### src/armPipePkg.sv
package armPipePkg;

  typedef logic [31:0] dataT;    // Datapath word
  typedef logic [3:0]  regAddrT; // Register number R0..R15
  typedef logic [3:0]  flagsT;   // N Z C V, N in bit 3

  typedef enum logic [1:0] {
    aluAdd = 2'b00,
    aluSub = 2'b01,
    aluAnd = 2'b10,
    aluOrr = 2'b11
  } aluCtrlT;

  // Immediate formats
  typedef enum logic [1:0] {
    immDp  = 2'b00, // imm8, zero-extended
    immMem = 2'b01, // imm12, zero-extended
    immBr  = 2'b10  // imm24, sign-extended, word offset
  } immSrcT;

  // Operand source in execute
  typedef enum logic [1:0] {
    fwdReg  = 2'b00, // Value read in decode
    fwdResW = 2'b01, // Writeback result
    fwdAluM = 2'b10  // ALU output in memory stage
  } fwdSelT;

  typedef union packed {
    struct packed {
      logic [3:0] cond;
      logic [7:0] op;
      logic [3:0] rn;
      logic [3:0] rd;
      logic [3:0] rs;
      logic [7:0] imm8; // Low nibble doubles as rm
    } dp;
    struct packed {
      logic [3:0]  cond;
      logic [3:0]  op;
      logic [23:0] imm24;
    } br;
  } instrT;

  localparam regAddrT PC_REG  = 4'd15;
  localparam dataT    PC_STEP = 32'd4;

endpackage

### src/stageAddrIf.sv
interface stageAddrIf;
  import armPipePkg::*;

  regAddrT ra1D; // Sources in decode
  regAddrT ra2D;
  regAddrT ra1E; // Sources in execute
  regAddrT ra2E;
  regAddrT waE;  // Destination as it moves down the pipe
  regAddrT waM;
  regAddrT waW;

  modport decode (
    output ra1D, ra2D, ra1E, ra2E, waE
  );

  modport execute (
    input  waE,
    output waM
  );

  modport writeback (
    input  waM,
    output waW
  );

  // Comparators see every stage
  modport hazard (
    input ra1D, ra2D, ra1E, ra2E, waE, waM, waW
  );

endinterface

### src/fetchStage.sv
module fetchStage #(
  parameter armPipePkg::dataT resetPc = 32'h0000_0000
) (
  input  logic             clk,
  input  logic             rstN,
  input  logic             stallF,
  input  logic             branchTakenE,
  input  logic             pcSrcW,
  input  armPipePkg::dataT aluResultE, // Branch target
  input  armPipePkg::dataT resultW,    // Write to PC from writeback
  output armPipePkg::dataT pcF,
  output armPipePkg::dataT pcPlus4F
);
  import armPipePkg::*;

  dataT pcNextF;

  assign pcPlus4F = pcF + PC_STEP;

  // Branch in execute wins over a PC write in writeback
  always_comb begin
    if (branchTakenE) pcNextF = aluResultE;
    else if (pcSrcW)  pcNextF = resultW;
    else              pcNextF = pcPlus4F;
  end

  always_ff @(posedge clk) begin
    if (!rstN) begin
      pcF <= resetPc;
    end else if (!stallF) begin
      pcF <= pcNextF; // Hold while stalled
    end
  end

endmodule

### src/registerFile.sv
module registerFile (
  input  logic                clk,
  input  logic                rstN,
  input  logic                we,
  input  armPipePkg::regAddrT ra1,
  input  armPipePkg::regAddrT ra2,
  input  armPipePkg::regAddrT wa,
  input  armPipePkg::dataT    wd,
  input  armPipePkg::dataT    r15, // PC+8, not stored here
  output armPipePkg::dataT    rd1,
  output armPipePkg::dataT    rd2
);
  import armPipePkg::*;

  dataT regs [0:PC_REG-1]; // R0..R14

  always_ff @(posedge clk) begin
    if (!rstN) begin
      for (int i = 0; i < PC_REG; i++) begin
        regs[i] <= '0;
      end
    end else if (we && wa != PC_REG) begin
      regs[wa] <= wd; // Writes to R15 dropped
    end
  end

  // Plain read, a write shows up next cycle
  assign rd1 = (ra1 == PC_REG) ? r15 : regs[ra1];
  assign rd2 = (ra2 == PC_REG) ? r15 : regs[ra2];

endmodule

### src/decodeStage.sv
module decodeStage (
  input  logic                clk,
  input  logic                rstN,
  input  logic                stallD,
  input  logic                flushD,
  input  logic [1:0]          regSrcD,  // Bit 0 reads PC, bit 1 reads rd
  input  armPipePkg::immSrcT  immSrcD,
  input  armPipePkg::dataT    instrF,
  input  armPipePkg::dataT    pcPlus4F, // PC+8 of the word in decode
  input  logic                regWriteW,
  input  armPipePkg::regAddrT waW,
  input  armPipePkg::dataT    resultW,
  output armPipePkg::dataT    instrD,
  output armPipePkg::dataT    rd1E,
  output armPipePkg::dataT    rd2E,
  output armPipePkg::dataT    extImmE,
  stageAddrIf.decode          addr
);
  import armPipePkg::*;

  instrT instrU;
  dataT  rd1D;
  dataT  rd2D;
  dataT  extImmD;

  // Flush beats stall
  always_ff @(posedge clk) begin
    if (!rstN || flushD) begin
      instrD <= '0;
    end else if (!stallD) begin
      instrD <= instrF;
    end
  end

  assign instrU = instrD;

  assign addr.ra1D = regSrcD[0] ? PC_REG : instrU.dp.rn;
  assign addr.ra2D = regSrcD[1] ? instrU.dp.rd : instrU.dp.imm8[3:0]; // rd for stores, else rm

  registerFile regFile (
    .clk  (clk),
    .rstN (rstN),
    .we   (regWriteW),
    .ra1  (addr.ra1D),
    .ra2  (addr.ra2D),
    .wa   (waW),
    .wd   (resultW),
    .r15  (pcPlus4F),
    .rd1  (rd1D),
    .rd2  (rd2D)
  );

  always_comb begin
    case (immSrcD)
      immDp:   extImmD = {24'b0, instrU.dp.imm8};
      immMem:  extImmD = {20'b0, instrU.dp.rs, instrU.dp.imm8}; // Full 12-bit offset
      immBr:   extImmD = {{6{instrU.br.imm24[23]}}, instrU.br.imm24, 2'b00};
      default: extImmD = '0;
    endcase
  end

  // Decode to execute, no stall here
  always_ff @(posedge clk) begin
    if (!rstN) begin
      rd1E      <= '0;
      rd2E      <= '0;
      extImmE   <= '0;
      addr.ra1E <= '0;
      addr.ra2E <= '0;
      addr.waE  <= '0;
    end else begin
      rd1E      <= rd1D;
      rd2E      <= rd2D;
      extImmE   <= extImmD;
      addr.ra1E <= addr.ra1D;
      addr.ra2E <= addr.ra2D;
      addr.waE  <= instrU.dp.rd;
    end
  end

endmodule

### src/armAlu.sv
module armAlu (
  input  armPipePkg::dataT    a,
  input  armPipePkg::dataT    b,
  input  armPipePkg::aluCtrlT ctrl,
  output armPipePkg::dataT    result,
  output armPipePkg::flagsT   flags
);
  import armPipePkg::*;

  logic        isSub;
  logic        isArith;
  dataT        bOp;
  logic [32:0] sum;
  logic        carry;
  logic        overflow;

  assign isSub   = (ctrl == aluSub);
  assign isArith = (ctrl == aluAdd) || isSub;
  assign bOp     = isSub ? ~b : b;         // a - b as a + ~b + 1
  assign sum     = {1'b0, a} + {1'b0, bOp} + {32'b0, isSub};

  assign carry    = sum[32];               // On subtract this is no-borrow
  assign overflow = (a[31] == bOp[31]) && (sum[31] != a[31]);

  always_comb begin
    case (ctrl)
      aluAdd,
      aluSub:  result = sum[31:0];
      aluAnd:  result = a & b;
      default: result = a | b;
    endcase
  end

  // Logic ops leave C and V clear
  assign flags = {result[31], result == '0, isArith & carry, isArith & overflow};

endmodule

### src/executeStage.sv
module executeStage (
  input  logic                clk,
  input  logic                rstN,
  input  armPipePkg::dataT    rd1E,
  input  armPipePkg::dataT    rd2E,
  input  armPipePkg::dataT    extImmE,
  input  logic                aluSrcE,     // Immediate as operand B
  input  armPipePkg::aluCtrlT aluControlE,
  input  armPipePkg::fwdSelT  forwardAE,
  input  armPipePkg::fwdSelT  forwardBE,
  input  armPipePkg::dataT    resultW,
  output armPipePkg::dataT    aluResultE,
  output armPipePkg::flagsT   aluFlagsE,
  output armPipePkg::dataT    aluOutM,
  output armPipePkg::dataT    writeDataM,
  stageAddrIf.execute         addr
);
  import armPipePkg::*;

  dataT srcAE;
  dataT srcBE;
  dataT writeDataE;

  // Bypass from memory or writeback
  function automatic dataT fwdMux(input fwdSelT sel, input dataT regVal,
                                  input dataT resW, input dataT aluM);
    case (sel)
      fwdResW: return resW;
      fwdAluM: return aluM;
      default: return regVal;
    endcase
  endfunction

  assign srcAE      = fwdMux(forwardAE, rd1E, resultW, aluOutM);
  assign writeDataE = fwdMux(forwardBE, rd2E, resultW, aluOutM); // Also store data
  assign srcBE      = aluSrcE ? extImmE : writeDataE;

  armAlu alu (
    .a      (srcAE),
    .b      (srcBE),
    .ctrl   (aluControlE),
    .result (aluResultE),
    .flags  (aluFlagsE)
  );

  // Execute to memory
  always_ff @(posedge clk) begin
    if (!rstN) begin
      aluOutM    <= '0;
      writeDataM <= '0;
      addr.waM   <= '0;
    end else begin
      aluOutM    <= aluResultE;
      writeDataM <= writeDataE;
      addr.waM   <= addr.waE;
    end
  end

endmodule

### src/writebackStage.sv
module writebackStage (
  input  logic             clk,
  input  logic             rstN,
  input  armPipePkg::dataT aluOutM,
  input  armPipePkg::dataT readDataM, // From data memory
  input  logic             memToRegW,
  output armPipePkg::dataT resultW,
  stageAddrIf.writeback    addr
);
  import armPipePkg::*;

  dataT aluOutW;
  dataT readDataW;

  // Memory to writeback
  always_ff @(posedge clk) begin
    if (!rstN) begin
      aluOutW   <= '0;
      readDataW <= '0;
      addr.waW  <= '0;
    end else begin
      aluOutW   <= aluOutM;
      readDataW <= readDataM;
      addr.waW  <= addr.waM;
    end
  end

  // Load data or ALU result
  assign resultW = memToRegW ? readDataW : aluOutW;

endmodule

### src/hazardMatch.sv
module hazardMatch (
  stageAddrIf.hazard addr,
  output logic       match1EM,
  output logic       match1EW,
  output logic       match2EM,
  output logic       match2EW,
  output logic       match12DE
);

  // Operand A in execute against later destinations
  assign match1EM = (addr.waM == addr.ra1E);
  assign match1EW = (addr.waW == addr.ra1E);

  // Operand B, store data included
  assign match2EM = (addr.waM == addr.ra2E);
  assign match2EW = (addr.waW == addr.ra2E);

  // Load-use check, execute destination against decode sources
  assign match12DE = (addr.waE == addr.ra1D) || (addr.waE == addr.ra2D);

endmodule

### src/armDatapath.sv
module armDatapath #(
  parameter armPipePkg::dataT resetPc = 32'h0000_0000
) (
  input  logic                clk,
  input  logic                rstN,
  input  logic [1:0]          regSrcD,
  input  armPipePkg::immSrcT  immSrcD,
  input  logic                aluSrcE,
  input  armPipePkg::aluCtrlT aluControlE,
  input  logic                branchTakenE,
  input  logic                memToRegW,
  input  logic                pcSrcW,
  input  logic                regWriteW,
  input  armPipePkg::dataT    instrF,
  input  armPipePkg::dataT    readDataM,
  input  armPipePkg::fwdSelT  forwardAE,
  input  armPipePkg::fwdSelT  forwardBE,
  input  logic                stallF,
  input  logic                stallD,
  input  logic                flushD,
  output armPipePkg::dataT    pcF,
  output armPipePkg::dataT    instrD,
  output armPipePkg::dataT    aluOutM,    // Data memory address
  output armPipePkg::dataT    writeDataM, // Store data
  output armPipePkg::flagsT   aluFlagsE,
  output logic                match1EM,
  output logic                match1EW,
  output logic                match2EM,
  output logic                match2EW,
  output logic                match12DE
);
  import armPipePkg::*;

  dataT pcPlus4F;
  dataT resultW;
  dataT aluResultE;
  dataT rd1E;
  dataT rd2E;
  dataT extImmE;

  stageAddrIf addrBus ();

  fetchStage #(.resetPc(resetPc)) fetch (
    .clk, .rstN, .stallF, .branchTakenE, .pcSrcW,
    .aluResultE, .resultW, .pcF, .pcPlus4F
  );

  decodeStage decode (
    .clk, .rstN, .stallD, .flushD, .regSrcD, .immSrcD, .instrF, .pcPlus4F,
    .regWriteW, .waW(addrBus.waW), .resultW, .instrD, .rd1E, .rd2E, .extImmE,
    .addr(addrBus.decode)
  );

  executeStage execute (
    .clk, .rstN, .rd1E, .rd2E, .extImmE, .aluSrcE, .aluControlE, .forwardAE,
    .forwardBE, .resultW, .aluResultE, .aluFlagsE, .aluOutM, .writeDataM,
    .addr(addrBus.execute)
  );

  writebackStage writeback (
    .clk, .rstN, .aluOutM, .readDataM, .memToRegW, .resultW,
    .addr(addrBus.writeback)
  );

  hazardMatch matcher (
    .addr(addrBus.hazard),
    .match1EM, .match1EW, .match2EM, .match2EW, .match12DE
  );

endmodule

### config.mk
export PLATFORM = sky130hd
export DESIGN_NAME = armDatapath
export DESIGN_NICKNAME = d
export VERILOG_FILES = /design/src/armPipePkg.sv /design/src/stageAddrIf.sv /design/src/fetchStage.sv /design/src/registerFile.sv /design/src/decodeStage.sv /design/src/armAlu.sv /design/src/executeStage.sv /design/src/writebackStage.sv /design/src/hazardMatch.sv /design/src/armDatapath.sv
export SDC_FILE = /design/constraint.sdc
export NUM_CORES = 2
export LEC_CHECK = 0
export BUFFER_PORTS_ARGS = -buffer_cell sky130_fd_sc_hd__buf_2
export CELL_PAD_IN_SITES_DETAIL_PLACEMENT = 2
export CELL_PAD_IN_SITES_GLOBAL_PLACEMENT = 2
export CORE_MARGIN = 2
export CORE_UTILIZATION = 25
export DETAILED_ROUTE_END_ITERATION = 10
export GPL_TIMING_DRIVEN = 0
export MAX_ROUTING_LAYER = met4
export PLACE_DENSITY = 0.49
export SYNTH_ARGS = -nofsm -noshare
export SYNTH_HDL_FRONTEND = slang
export SYNTH_SLANG_ARGS = --single-unit
### constraint.sdc
create_clock -name clk -period 7.99 [get_ports clk]
set_clock_uncertainty 0.05 [all_clocks]
set_input_delay 0.799 -clock clk [delete_from_list [all_inputs] [get_ports clk]]
set_output_delay 0.799 -clock clk [all_outputs]
set_load 0.02 [all_outputs]
**Word-level counts from Yosys, hierarchy flattened**

Memories as Yosys holds them, arrays and structs flattened.
Cells that the tools add are included.

- Memories kept: 1
- Bits in writable memories: 480
- Output and inout port bits: 137
- Register bits: 308
- Bits of input ports: 84

- Bitwise operators: 5
- Equal/unequal tests: 19
- Reduce and logical (&&, ||, !) cells: 11
- $add $sub $neg: 3
- Multiplexer cells: 20

Memory list:

| memory | depth | width | rd ports | clocked after Yosys merged registers in | write ports | RTL line | source |
|---|---|---|---|---|---|---|---|
| decode.regFile.regs | 15 | 32 | 2 | 0 | 15 | registerFile.sv:15 | `dataT regs [0:PC_REG-1];` |

Operators by type and width:

| kind | number |
|---|---|
| two-way mux 32 bit | 8 |
| case mux 32 bit (2 select lines) | 3 |
| case mux 32 bit (3 select lines) | 1 |
| adder 32 x 32 -> 33 bit | 1 |
| adder 33 x 1 -> 33 bit | 1 |
| adder 32 x 3 -> 32 bit (second input constant) | 1 |
| AND 32 bit | 1 |
| logical NOT 32 bit | 1 |
| inverter 32 bit | 1 |
| OR 32 bit | 1 |
| OR reduction 32 bit | 1 |
| equality test 4 bit | 6 |
| two-way mux 4 bit | 3 |
| equality test 2 x 1 -> 1 bit (second input constant) | 4 |
| equality test 2 bit (second input constant) | 4 |
| equality test 4 bit (second input constant) | 2 |
| two-way mux 1 bit | 5 |
| logical NOT 2 bit | 2 |
| inequality test 4 bit (second input constant) | 1 |
| logical OR 1 bit | 3 |
| AND 1 bit | 2 |
| logical AND 1 bit | 2 |
| OR reduction 2 bit | 1 |
| equality test 1 bit | 1 |
| other kinds (2) | 2 |

**Longest topological paths before layout**

- Word-level depth: 10
- Gate-level depth with buffers: 22

**Cells and area by module**

Synthesis repeated with hierarchy kept, for this count alone.

- Cells, all modules: 3516
- Area total of the unflattened synthesis: 42223.0 um2

By module, submodules not included:

| module | seq. area each (um2) | instances | cells each | area each (um2) |
|---|---|---|---|---|
| registerFile | 14413.8 | 1 | 1772 | 25937.4 |
| decodeStage | 2682.6 | 1 | 356 | 4127.7 |
| executeStage | 1361.3 | 1 | 408 | 3980.1 |
| armAlu | 0.0 | 1 | 436 | 3026.7 |
| fetchStage | 640.6 | 1 | 335 | 2532.4 |
| writebackStage | 1361.3 | 1 | 179 | 2361.0 |
| hazardMatch | 0.0 | 1 | 30 | 257.7 |

**Least setup slack after synthesis**

OpenSTA, ideal clock, no wires.

- Path kind: in2out
- Start point: input forwardBE[0]
- End point: output aluFlagsE[2]
- Data arrival time: 5.907 ns
- Slack: 1.234 ns
- Buffers on the path: 4
- Cell stages on the path: 22
- Cell sequence: inv_1 ha_1 buf_2 inv_1 clkbuf_1 buf_1 nor2_1 o31ai_1 xnor2_1 ha_1 clkbuf_1 a21o_1 a311o_1 a21oi_1 nor2b_1 a211oi_1 a21boi_0 xor2_1 mux2i_1 or4b_1 or4_1 nor4b_2

- Cells in the longest elaborated chain, start to end: 9
- Elaborated cells on any way between the ends: 12
- Those cells by class: add/sub: 2; eq/ne: 2; mux: 4; bitwise: 3; reduce/logical: 1

Ends and longest elaborated chain:

| what | RTL line | source |
|---|---|---|
| from (decl) | armDatapath.sv:17 | `input armPipePkg::fwdSelT forwardBE,` |
| equality test 2 bit or equality test 2 x 1 -> 1 bit (tied branches) | executeStage.sv:27 | `case (sel)` |
| case mux 32 bit (2 select lines) * | executeStage.sv:27 |  |
| two-way mux 32 bit * | executeStage.sv:36 | `assign srcBE = aluSrcE ? extImmE : writeDataE;` |
| inverter 32 bit | armAlu.sv:19 | `assign bOp = isSub ? ~b : b;` |
| two-way mux 32 bit | armAlu.sv:19 |  |
| adder 32 x 32 -> 33 bit | armAlu.sv:20 | `assign sum = {1'b0, a} + {1'b0, bOp} + {32'b0, isSub};` |
| adder 33 x 1 -> 33 bit | armAlu.sv:20 |  |
| case mux 32 bit (2 select lines) * | armAlu.sv:26 | `case (ctrl)` |
| logical NOT 32 bit * | armAlu.sv:35 | `assign flags = {result[31], result == '0, isArith & carry, isArith & overflow};` |
| to (decl) | armDatapath.sv:25 | `output armPipePkg::flagsT aluFlagsE,` |

Mark *: on every way between the ends. The rest lies on a longest branch, timed or not.

**Final worst setup path**

- Start point: input aluSrcE
- End point: output aluFlagsE[2]

- Cells in the longest elaborated chain, start to end: 7
- Elaborated cells on any way between the ends: 9
- Those cells by class: add/sub: 2; mux: 3; bitwise: 3; reduce/logical: 1

Ends and longest elaborated chain:

| what | RTL line | source |
|---|---|---|
| from (decl) | armDatapath.sv:8 | `input logic aluSrcE,` |
| two-way mux 32 bit * | executeStage.sv:36 |  |
| inverter 32 bit | armAlu.sv:19 |  |
| two-way mux 32 bit | armAlu.sv:19 |  |
| adder 32 x 32 -> 33 bit | armAlu.sv:20 |  |
| adder 33 x 1 -> 33 bit | armAlu.sv:20 |  |
| case mux 32 bit (2 select lines) * | armAlu.sv:26 |  |
| logical NOT 32 bit * | armAlu.sv:35 |  |

Marks and branches as above.

==> flow_summary.json <==
{
  "drt-wirelength-per-cell_um": 33.6,
  "die_w_um": 401,
  "drc": 0,
  "first_pass_iters": 6,
  "drv_slew": 0,
  "cp.arrival_ns": 6.96,
  "place_ws_ns": -1.66,
  "worstSetupPathType": "in2out",
  "synth_cell_types": 79,
  "syn_inst": 3728,
  "fin_util": 0.301,
  "root_buffer": "clkbuf_16",
  "antenna_left": 0,
  "grt_max_degree": 33,
  "initial_core_util": 0.252,
  "num_rows": 145,
  "r2r_cells": 8,
  "synth_edf_count": 481,
  "status": "completed",
  "synth.top_cell.area_share": 0.367,
  "finalWorstPathRequiredPeriod_ns": 7.81,
  "worst-path-max-fanout": 10,
  "tritoncts": "done",
  "synth_warnings": 0,
  "layout_worst_path_cycle_share": 0.978,
  "yosysMostFrequentCell": "nor2_1",
  "synth-seq-area-share": 0.520,
  "synthTopCellsByArea": "edfxtp_1, dfxtp_1, mux4_2",
  "clock.fmax_mhz": 128,
  "tightest_slew_ns": 1.39,
  "gp_congestion": 0.898,
  "synth_ff_type": "edfxtp_1",
  "antenna_found_initial": 8,
  "wl_um": 208000,
  "synth_top_family_by_area": "simple AND/OR/NAND/NOR gates",
  "ys_async_sr_fraction": 0,
  "dr_total_vias": 32259,
  "top_usage_layer": "met2",
  "power_density_mw_per_mm2": 241,
  "cp-endpoint": "aluFlagsE[2]",
  "rsz0062_at_grt": "false",
  "maxCapViolCount": 0,
  "rrSetupSlack_ns": 2.29,
  "crit_required_ns": 7.14,
  "clk_pin_slew_ns": 0.06,
  "synth_xor_area_frac": 0.0222,
  "endpoint_kind": "output port",
  "drive_above_1_share": 0.164,
  "dp_hpwl_um": 168000,
  "ir_drop_mv": 0.167,
  "finish.net_count": 4177,
  "synth_common_cells": "nor2_1, edfxtp_1, dfxtp_1",
  "hold_class": "in2reg",
  "yosys.area.top_type": "edfxtp_1",
  "met1_usage": 0.332,
  "critPathLaunch": "aluSrcE",
  "die_h_um": 401,
  "io_pins": 221,
  "start_kind": "input port",
  "slew_headroom": 0.0435,
  "drt-initial-drc-count": 2353,
  "setup_slack_ns": 0.179,
  "fin_hold_ws_ns": 0.228,
  "synth_fa_ha_area_frac": 0.0181,
  "clock_sinks": 783,
  "via_per_inst": 5.20,
  "met2_usage": 0.449,
  "hold_viol": 0,
  "placement.io_buffers": 211,
  "ys_ff_latch": 783,
  "grt_util_all_layers": 0.263,
  "cts_buffers": 100,
  "overflow": 0,
  "synthMuxAreaShare": 0.127,
  "syn_nets": 3849,
  "syn_area_mm2": 0.0394,
  "r2r_start": "decode.instrD[18]",
  "grt_pass1_vias": 34292,
  "synthSimpleGateAreaFrac": 0.143,
  "leakage_nw": 16.8,
  "grt_pass1_wl_um": 288000,
  "insertion_delay_ns": 0.73,
  "coreArea_mm2": 0.156,
  "setup_violations": 0,
  "clockBufferDepth": 3,
  "syn_area_per_cell_um2": 10.6,
  "use_met3": 0.0280,
  "synth_compound_area_frac": 0.132,
  "dieArea_mm2": 0.161,
  "area_growth_syn_to_layout_pct": 19.5,
  "r2r_end": "decode.rd1E[7]",
  "htreeDepth": 3
}
report_power, final:
group	internal, W	switching [W]	total [W]
Clock	0.00284	0.00201	0.00485
Combinational	0.000550	0.00126	0.00181
Sequential	0.00448	0.000189	0.00467
Total	0.00786	0.00346	0.0113
kinds of logic after synthesis:
kind of cell             count (synthesis)
flip-flops                             783
adder cells (fa/ha/maj)                 61
buffers and inverters                  379
AO/OA/AOI/OAI                          798
multiplexers                           308
other                                    1
XOR/XNOR                               100
AND/OR/NAND/NOR                       1298
layout make-up:
type / count / area (um2)
multi-input combinational: 2566 / 17700
inverter: 55 / 206
sequential: 783 / 20500
timing repair buffer: 229 / 1320
fill: 17043 / 109000
clock buffer: 121 / 2710
buffer: 321 / 1290
tap: 2058 / 2570
antenna: 6 / 15.0
clock inverter: 67 / 734
critical path: stages:
cell	delay, ns
buf_2	0.23
clkbuf_1	0.73
nand2_1	0.40
o31ai_1	0.23
xnor2_1	0.14
ha_1	0.42
a21oi_2	0.32
o211ai_1	0.14
buf_4	0.18
a2111oi_4	0.61
nor2_1	0.14
a2111o_1	0.43
o221ai_2	0.22
nand2_1	0.08
nand4b_1	0.22
or4b_4	0.57
or4_1	0.55
nor4b_2	0.31
buf_2	0.22
registers in the layout, indices dropped and copies added (netlist names):
register	cells
writeback.addr.waW	4
execute.writeDataM	32
decode.addr.ra2E	4
execute.addr.waM	4
decode.regFile.regs	481
decode.rd2E	32
writeback.aluOutW	32
decode.extImmE	26
decode.addr.waE	4
writeback.readDataW	32
decode.addr.ra1E	4
execute.aluOutM	32
decode.instrD	32
decode.rd1E	32
fetch.pcF	32
worst min path at each step:
stage | from | to | slack [ns] | depth (start not counted)
floorplan | decode.rd2E[11] | execute.writeDataM[11] | 0.40 | 2
finish | readDataM[21] | writeback.readDataW[21] | 0.23 | 2
CTS | readDataM[22] | writeback.readDataW[22] | 0.17 | 2
detailed placement | decode.instrD[24] | decode.instrD[24] | 0.44 | 2
global route | readDataM[10] | writeback.readDataW[10] | 0.20 | 2
global placement | decode.instrD[29] | decode.instrD[29] | 0.42 | 2
what timing repair did:
item                                    4_1_cts  5_1_grt
hold endpoints to repair                      0        0
cloned                                        0        0
endpoints found under the setup margin        1        1
setup buffers                                 4        2
gates resized for setup                      60       15
hold buffers                                  0        0
pin swaps                                     1        2
layout by cell type (no fill, tap or decap), types with 22 or more instances in the layout:
| cell | instances |
|---|---|
| nor2_1 | 802 |
| edfxtp_1 | 481 |
| dfxtp_1 | 302 |
| clkbuf_1 | 264 |
| buf_2 | 219 |
| a21oi_1 | 209 |
| o21ai_0 | 163 |
| nand2_1 | 161 |
| mux4_2 | 136 |
| mux2i_1 | 125 |
| clkbuf_16 | 103 |
| and2_1 | 102 |
| o221ai_1 | 70 |
| xnor2_1 | 61 |
| a22oi_1 | 61 |
| a211oi_1 | 59 |
| nand3_1 | 49 |
| o22ai_1 | 45 |
| buf_1 | 40 |
| xor2_1 | 39 |
| inv_1 | 36 |
| a221oi_1 | 34 |
| ha_1 | 33 |
| nor3_1 | 32 |
| and3_1 | 27 |
| nor2b_1 | 26 |
| o21ai_1 | 22 |
| maj3_1 | 22 |
layer usage:
| layer | vias up | share of wire |
|---|---|---|
| li1 | 14335 | - |
| met3 | 221 | 0.038 |
| met5 | - | 0 |
| met4 | 0 | 0.025 |
| met1 | 16907 | 0.44 |
| met2 | 796 | 0.50 |
metrics by stage:
stage / setup TNS (ns) / cells / total power [W] / instance area (um2)
2_1_floorplan: 0 / 3728 / 0.00565 / 39400
3_3_place_gp: -1.65 / 5997 / 0.00649 / 43000
6_report: 0 / 6206 / 0.0113 / 47100
4_1_cts: 0 / 6200 / 0.0114 / 47000
5_1_grt: 0 / 6201 / 0.0117 / 47100
3_5_place_dp: -1.66 / 6009 / 0.00652 / 43300
No activity file was read; power rests on OpenSTA's default activity.
